--- config.mk ---
export PLATFORM = sky130hd
export DESIGN_NAME = tcb_req_slice
export DESIGN_NICKNAME = d
export VERILOG_FILES = /design/src/rtl/tcb_bus_pkg.sv /design/src/rtl/tcb_req_slice.sv
export SDC_FILE = /design/constraint.sdc
export NUM_CORES = 1
export LEC_CHECK = 0
export BUFFER_PORTS_ARGS = -buffer_cell sky130_fd_sc_hd__buf_2
export CORE_MARGIN = 1
export CORE_UTILIZATION = 40
export CTS_BUF_LIST = sky130_fd_sc_hd__clkbuf_2 sky130_fd_sc_hd__clkbuf_4 sky130_fd_sc_hd__clkbuf_8
export CTS_CLUSTER_DIAMETER = 30
export CTS_CLUSTER_SIZE = 20
export DETAILED_ROUTE_END_ITERATION = 8
export PLACE_DENSITY = 0.86
export SKIP_LAST_GASP = 1
export SLEW_MARGIN = 15
export SYNTH_ARGS = -nofsm -noshare
export SYNTH_HDL_FRONTEND = slang
export SYNTH_SLANG_ARGS = --single-unit
--- constraint.sdc ---
create_clock -name sub -period 2.55 [get_ports sub]
set_clock_uncertainty 0.15 [all_clocks]
set_input_delay 0.3825 -clock sub [delete_from_list [all_inputs] [get_ports sub]]
set_output_delay 0.3825 -clock sub [all_outputs]
set_load 0.02 [all_outputs]
--- src/rtl/tcb_bus_pkg.sv ---
////////////////////////////////////////////////////////////////////////////
// TCB lite bus constants, logarithmic size mode only (no byte enables)
// data is little-endian and LSB-justified, lock signal is not carried
////////////////////////////////////////////////////////////////////////////

package tcb_bus_pkg;

    ////////////////////////////////////////////////////////////////////////////
    // bus widths
    ////////////////////////////////////////////////////////////////////////////

    // byte address width
    localparam int unsigned bus_aw = 16;

    // data width, a whole number of bytes
    localparam int unsigned bus_dw = 32;

    // number of byte lanes
    localparam int unsigned bus_bw = bus_dw / 8;

    ////////////////////////////////////////////////////////////////////////////
    // size encoding
    ////////////////////////////////////////////////////////////////////////////

    // transfer size is 2**siz bytes
    // 0 -> byte, 1 -> half word, 2 -> word
    // 3 would be a double word, which does not fit this bus and is an error
    localparam int unsigned bus_sw = 2;

    ////////////////////////////////////////////////////////////////////////////
    // response timing
    ////////////////////////////////////////////////////////////////////////////

    // cycles from the subordinate-side transfer to rdt/err
    localparam int unsigned bus_delay = 1;

endpackage : tcb_bus_pkg

--- src/rtl/tcb_req_slice.sv ---
////////////////////////////////////////////////////////////////////////////
// request path register slice, response signals pass through unregistered
// adds one cycle of request latency and no bubbles
////////////////////////////////////////////////////////////////////////////

`timescale 1ns/1ps

module tcb_req_slice (
    input  logic                            sub,
    input  logic                            rst_n,
    // manager side request, enters the slice here
    input  logic                            sub_vld,
    input  logic                            sub_wen,
    input  logic [tcb_bus_pkg::bus_aw-1:0]  sub_adr,
    input  logic [tcb_bus_pkg::bus_sw-1:0]  sub_siz,
    input  logic [tcb_bus_pkg::bus_dw-1:0]  sub_wdt,
    output logic                            sub_rdy,
    output logic [tcb_bus_pkg::bus_dw-1:0]  sub_rdt,
    output logic                            sub_err,
    // registered request towards the subordinate
    output logic                            man_vld,
    output logic                            man_wen,
    output logic [tcb_bus_pkg::bus_aw-1:0]  man_adr,
    output logic [tcb_bus_pkg::bus_sw-1:0]  man_siz,
    output logic [tcb_bus_pkg::bus_dw-1:0]  man_wdt,
    input  logic                            man_rdy,
    input  logic [tcb_bus_pkg::bus_dw-1:0]  man_rdt,
    input  logic                            man_err
);

    import tcb_bus_pkg::*;

    ////////////////////////////////////////////////////////////////////////////
    // handshake
    ////////////////////////////////////////////////////////////////////////////

    // the output stage can take a new request when it is empty
    // or when its current request is being taken this cycle
    assign sub_rdy = man_rdy | ~man_vld;

    // valid follows the input whenever the stage is open
    // while stalled the stored request stays valid
    always_ff @(posedge sub or negedge rst_n) begin
        if (!rst_n) begin
            man_vld <= 1'b0;
        end else if (sub_rdy) begin
            man_vld <= sub_vld;
        end
    end

    ////////////////////////////////////////////////////////////////////////////
    // request payload
    ////////////////////////////////////////////////////////////////////////////

    // control fields, qualified by man_vld downstream
    always_ff @(posedge sub) begin
        if (sub_rdy) begin
            man_wen <= sub_wen;
            man_adr <= sub_adr;
            man_siz <= sub_siz;
        end
    end

    // write data, only the lanes that carry the LSB-justified transfer
    // unused lanes keep stale bytes, the subordinate masks them anyway
    always_ff @(posedge sub) begin
        if (sub_rdy && sub_wen) begin
            for (int unsigned i = 0; i < bus_bw; i++) begin
                if (i < (1 << sub_siz)) begin
                    man_wdt[8*i +: 8] <= sub_wdt[8*i +: 8];
                end
            end
        end
    end

    ////////////////////////////////////////////////////////////////////////////
    // response
    ////////////////////////////////////////////////////////////////////////////

    // same cycle as the subordinate drives them
    assign sub_rdt = man_rdt;
    assign sub_err = man_err;

endmodule : tcb_req_slice

==> flow_summary.ini, run 1 <==
[sta]
layout_min_cycle_time_ns = 1.73
max_freq_mhz = 579
fin_tns_setup_ns = 0
worst_slew_pin_slew_ns = 0.340
fin_crit_sh_pct = 67.8
relSlewSlack_pct = 77.3
maxSlewViolCount = 0
rsz0062_at_grt = false
hold_viol_final = 0
setup_viol = 0

[global_routing]
grt_pass1_vias = 1009
grt_max_degree = 26
grt_pass1_wl_um = 5550
grtUsageTotal_pct = 15.8
grt_antenna_before_repair = 0
overflow = 0

[worst_hold_path]
min_path_type = input port to register

[setup_path]
crit_type = register to output pin
critPathArrivalTime_ns = 1.20
critPathRequiredTime_ns = 2.02
cp-end-kind = output pin
worstPathMaxFanout = 25
startpoint_type = register

[power]
p_comb_share_pct = 9.4
p_leak_nw = 1.02
switching_share_pct = 19.7
switching_power_uw = 354
ir_worst_vdd_uv = 231
power_density_nw_per_um2 = 766
seqPwrFrac_pct = 55.9
p_int_mw = 1.44
p_clk_share_pct = 34.7

[placed_design]
portBuffers = 107
gp_congestion = 0.724

[yosys]
yosys.area.top_type = edfxtp_1
netlist_top_cells_count = edfxtp_1 (51), buf_4 (33), and3_1 (2)
synthDistinctLibCells = 8
ys_warn_count = 0
synth.avg_cell_area_um2 = 20.4
synth_edf_count = 51
synth.most_common_cell = edfxtp_1
synth_top_area_share_pct = 82.6
ys_seq_area_share_pct = 84.0
syn_nets = 179
ys.flop_type = edfxtp_1
synth-seq-cells = 52
syn_area_um2 = 1850
synthArstFlopShare_pct = 1.92
syn_inst = 91
ys_top_cells_by_area = edfxtp_1 (83%), buf_4 (13%), dfrtp_1 (1.4%), nand2b_4 (0.74%), and3_1 (0.68%)

[floorplan]
dieArea_um2 = 4910
die_x_um = 70.1
start_util_pct = 42.0
num_rows = 24
die_h_um = 70.1
num_io_pins = 174
core_um2 = 4410

[finish]
syn2layout_area_growth_pct = 26.5
nets = 261
utilization_pct = 53.1
drive_above_1_share_pct = 66.5
diodes = 0
fill_cells = 358

[route]
drtIter0Drc = 78
ant_nets = 0
wl_per_cell_um = 17.2
dr_total_vias = 1006
drc = 0
viasPerCell = 4.47
drtPass1Iterations = 4
drt_wl_total_um = 3870

[cts]
cts.sinks = 52
cts.path.max_buffers = 2
clk_transition_reported_paths_ns = 0.08
cts_tree = yes
clkLatencyLatePin_ns = 0.29
cts-root-buf = clkbuf_8
postCtsSetupRepairBufs = 0
cts_made_buffers = 5
cts_resized = 0
htreeDepth = 2

[flow_run]
cap_viol_max_count = 0

[status]
status = finished, final reports clean
-- cell families after synthesis --
group	synth area share [%]
AND/OR/NAND/NOR	2.09
flip-flops	84.0
buffers and inverters	13.4
AO/OA/AOI/OAI	0.540
-- placed cells by master (no fill, tap or decap) --
cell type / n
nand2b_4: 1
and2_1: 1
buf_2: 107
bufinv_16: 2
clkbuf_8: 5
edfxtp_1: 51
o211a_1: 1
nand2b_1: 1
and3_1: 2
dfrtp_1: 1
dlygate4sd3_1: 1
-- stage by stage --
| stage | hold slack [ns] | worst slack (ns) | total power [mW] | cell area [µm²] | std cells |
|---|---|---|---|---|---|
| after global routing | 0.0869 | 0.751 | 1.86 | 2340 | 225 |
| after CTS | 0.102 | 0.799 | 1.81 | 2340 | 225 |
| after global placement | 0.00745 | 0.917 | 1.19 | 2210 | 217 |
| final | 0.112 | 0.822 | 1.80 | 2340 | 225 |
| after detailed placement | 0.00737 | 0.870 | 1.19 | 2210 | 217 |
| after floorplan | -0.0631 | 0.967 | 1.18 | 1850 | 91 |
-- power groups by stage --
| stage | sequential, mW | combinational (mW) | clock (mW) |
|---|---|---|---|
| floorplan | 1.09 | 0.0960 | 0 |
| global placement | 1.02 | 0.167 | 0 |
| detailed placement | 1.02 | 0.170 | 0 |
| CTS | 1.00 | 0.171 | 0.636 |
| global route | 1.01 | 0.180 | 0.667 |
| finish | 1.00 | 0.169 | 0.623 |
-- metal layers --
layer,share of wire [%],global-route usage [%],routed length (µm)
met1,26,11.4,1020
met4,5.6,11.8,215
met3,13,7.50,512
met5,0,0,0
met2,55,30.1,2130
-- layout make-up --
| class | count | area, µm² | area share [%] |
|---|---|---|---|
| clock inverters | 2 | 60.1 | 2.56 |
| clock buffers | 5 | 68.8 | 2.93 |
| multi-input cells | 6 | 48.8 | 2.08 |
| flip-flops and latches | 52 | 1560 | 66.4 |
| repair buffers | 108 | 546 | 23.3 |
| well taps | 52 | 65.1 | 2.77 |
-- sequential cells by signal, summed over array words and instances, names as in the netlist --
name and flops:
man_adr 16, man_wen 1, man_siz 2, man_wdt 32, man_vld 1
-- worst max-delay path, stage by stage, from the launching register on --
cell	delay, ns
dfrtp_1	0.41
nand2b_4	0.26
buf_2	0.23
-- timing repair --
action | 4_1_cts | 5_1_grt
hold endpoints to repair | 1 | 0
endpoints found under the setup margin | 0 | 0
hold buffers | 1 | 0
-- final timing paths --
check | startpoint | endpoint | slack, ns | cells past startpoint
max reg2reg | man_vld$_DFFE_PN0P_ | man_wdt[29]$_DFFE_PP_ | 0.98 | 2
min reg2reg | man_vld$_DFFE_PN0P_ | man_vld$_DFFE_PN0P_ | 0.61 | 2
min | sub_wdt[4] | man_wdt[4]$_DFFE_PP_ | 0.11 | 1
max | man_vld$_DFFE_PN0P_ | sub_rdy | 0.82 | 2
max in group asynchronous | rst_n | man_vld$_DFFE_PN0P_ | 1.92 | 2
min in group asynchronous | rst_n | man_vld$_DFFE_PN0P_ | 0.25 | 2
Power figures use the tool's default switching activity.
==> run 2, diff against run 1 <==
Settings changed: ABC_AREA set to 1, CORE_UTILIZATION 40 to 38, PLACE_DENSITY 0.86 to 0.83.
Clock period 2.55 ns to 1.6 ns, I/O delays scaled along.
==> flow_summary.ini, run 2 <==
[sta]
hold_viol_final = 0
max_freq_mhz = 657
fin_tns_setup_ns = 0
rsz0062_at_grt = false
layout_min_cycle_time_ns = 1.52
setup_viol = 0
relSlewSlack_pct = 73.6
worst_slew_pin_slew_ns = 0.395
fin_crit_sh_pct = 95.1
maxSlewViolCount = 0

[cts]
htreeDepth = 2
cts_made_buffers = 5
cts.sinks = 52
cts-root-buf = clkbuf_8
clk_transition_reported_paths_ns = 0.09
cts.path.max_buffers = 2
cts_tree = yes
clkLatencyLatePin_ns = 0.30

[yosys]
synth.most_common_cell = edfxtp_1
syn_area_um2 = 1850
ys_warn_count = 0
synth.avg_cell_area_um2 = 19.3
ys_seq_area_share_pct = 84.1
synthArstFlopShare_pct = 1.92
syn_inst = 96
synthDistinctLibCells = 7
netlist_top_cells_count = edfxtp_1 (51), buf_4 (33), inv_1 (4), nor2_1 (4), nand2_2 (2)
synth_top_area_share_pct = 82.8
syn_nets = 184
ys.flop_type = edfxtp_1
synth_edf_count = 51
ys_top_cells_by_area = edfxtp_1 (83%), buf_4 (13%), dfrtp_1 (1.4%), inv_1 (0.81%), nor2_1 (0.81%)
synth-seq-cells = 52
yosys.area.top_type = edfxtp_1

[route]
drc = 0
viasPerCell = 4.56
ant_nets = 0
dr_total_vias = 1303
wl_per_cell_um = 17.8
drtIter0Drc = 59
drtPass1Iterations = 6
drt_wl_total_um = 5100

[setup_path]
slowest_delay_ns = 0.53
crit_slowest_cell = dlygate4sd3_1
ff2ff_path_depth = 3
cp-end-kind = register
crit_chain = dlygate4sd3_1 > buf_2 > nand2_2 > nor2_2
worstPathMaxFanout = 8
critPathArrivalTime_ns = 1.34
crit_type = input port to register
startpoint_type = input port
critPathRequiredTime_ns = 1.42

[power]
p_int_mw = 2.10
p_clk_share_pct = 27.1
seqPwrFrac_pct = 58.8
p_total_mw = 2.73
p_leak_nw = 1.24
ir_worst_vdd_uv = 377
switching_power_uw = 634
power_density_nw_per_um2 = 957
switching_share_pct = 23.2
p_comb_share_pct = 14.1

[global_routing]
grtUsageTotal_pct = 18.8
grt_antenna_before_repair = 0
grt_max_degree = 17
grt_pass1_wl_um = 6860
grt_pass1_vias = 1276
overflow = 0

[finish]
final_cell_mix = buf_2 (107), dlygate4sd3_1 (53), edfxtp_1 (51)
syn2layout_area_growth_pct = 54.2
final_common_cell = buf_2
drive_above_1_share_pct = 52.2
nets = 319
fill_cells = 343
multi_input_area_um2 = 48.8
largest_register_ffs = 32
register_area_um2 = 1560
largest_register = man_wdt
top_regs = man_wdt: 32 flops, man_adr: 16 flops, man_siz: 2 flops
diodes = 0

[worst_hold_path]
min_path_type = input port to async pin

[floorplan]
start_util_pct = 39.4
die_h_um = 71.8
core_um2 = 4690
num_io_pins = 174
num_rows = 25
die_x_um = 71.8
dieArea_um2 = 5150

[placed_design]
portBuffers = 107
gp_congestion = 0.677
place_hpwl_um = 3280

[status]
status = finished, final reports clean

[flow_run]
cap_viol_max_count = 0
## run 2: cell types whose count changed in the layout (fill, tap and decap cells not counted), sizes merged, moves of 2 or more
cell | before | now
dlygate4sd3 | 1 | 53
inv | 0 | 4
nor2 | 0 | 4
nand2 | 0 | 3
and3 | 2 | 0
bufinv | 2 | 0
nand2b | 2 | 0
## run 2: layout make-up
class / count / share of cell area, %
Timing Repair Buffer: 161 / 37.6
Sequential cell: 52 / 54.5
Tap cell: 54 / 2.37
Multi-Input combinational cell: 7 / 1.71
Clock inverter: 2 / 0.570
Inverter: 4 / 0.526
Clock buffer: 6 / 2.67
## run 2: per-stage QoR
stage	instances	worst slack [ns]	instance area, µm²	hold slack, ns	util, %
after floorplan	96	-0.0105	1860	-0.206	-
after global placement	225	0.170	2230	-0.129	47.4
after detailed placement	225	0.145	2230	-0.134	47.4
after CTS	286	0.0999	2850	0.0670	60.7
after global routing	286	0.0183	2850	0.0713	60.8
final	286	0.0777	2850	0.0824	60.8
## run 2: timing repair
item	in CTS	in global routing
setup buffers	0	0
hold buffers	53	0
gates resized for setup	0	1
hold endpoints to repair	53	0
setup endpoints to repair	0	2
## run 2: kinds of logic after synthesis
group | synth area share, %
flip-flops | 84.1
buffers and inverters | 14.2
AND/OR/NAND/NOR | 1.69
## run 2: worst max-delay path: cells and delay by family
family / cells / cell delay [ns]
and+or+nand+nor: 2 / 0.45
buffers and inverters: 2 / 0.65
## run 2: metal layers
metal / GRT usage, % / vias to the layer above / share of wire (%)
met5: 0 / - / 0
met3: 8.30 / 17 / 13
li1: - / 573 / -
met2: 35.8 / 127 / 52
met1: 16.5 / 586 / 32
met4: 9.15 / 0 / 3.0
## run 2: worst paths after layout
check / startpoint / to / slack (ns)
worst max-delay path: sub_wen / man_wdt[20]$_DFFE_PP_ / 0.08
worst min-delay path: rst_n / man_vld$_DFFE_PN0P_ / 0.08
worst max register to register: man_vld$_DFFE_PN0P_ / man_wdt[20]$_DFFE_PP_ / 0.12
worst min register to register: man_vld$_DFFE_PN0P_ / man_vld$_DFFE_PN0P_ / 0.45
max in group asynchronous: rst_n / man_vld$_DFFE_PN0P_ / 1.14
min in group sub: man_rdy / man_vld$_DFFE_PN0P_ / 0.15
## run 2: power by group through the flow
stage / sequential, mW / combinational [mW] / clock (mW)
after floorplan: 1.73 / 0.156 / 0
after CTS: 1.60 / 0.375 / 0.750
after global routing: 1.61 / 0.407 / 0.791
final: 1.60 / 0.385 / 0.740
after detailed placement: 1.63 / 0.277 / 0
after global placement: 1.63 / 0.274 / 0
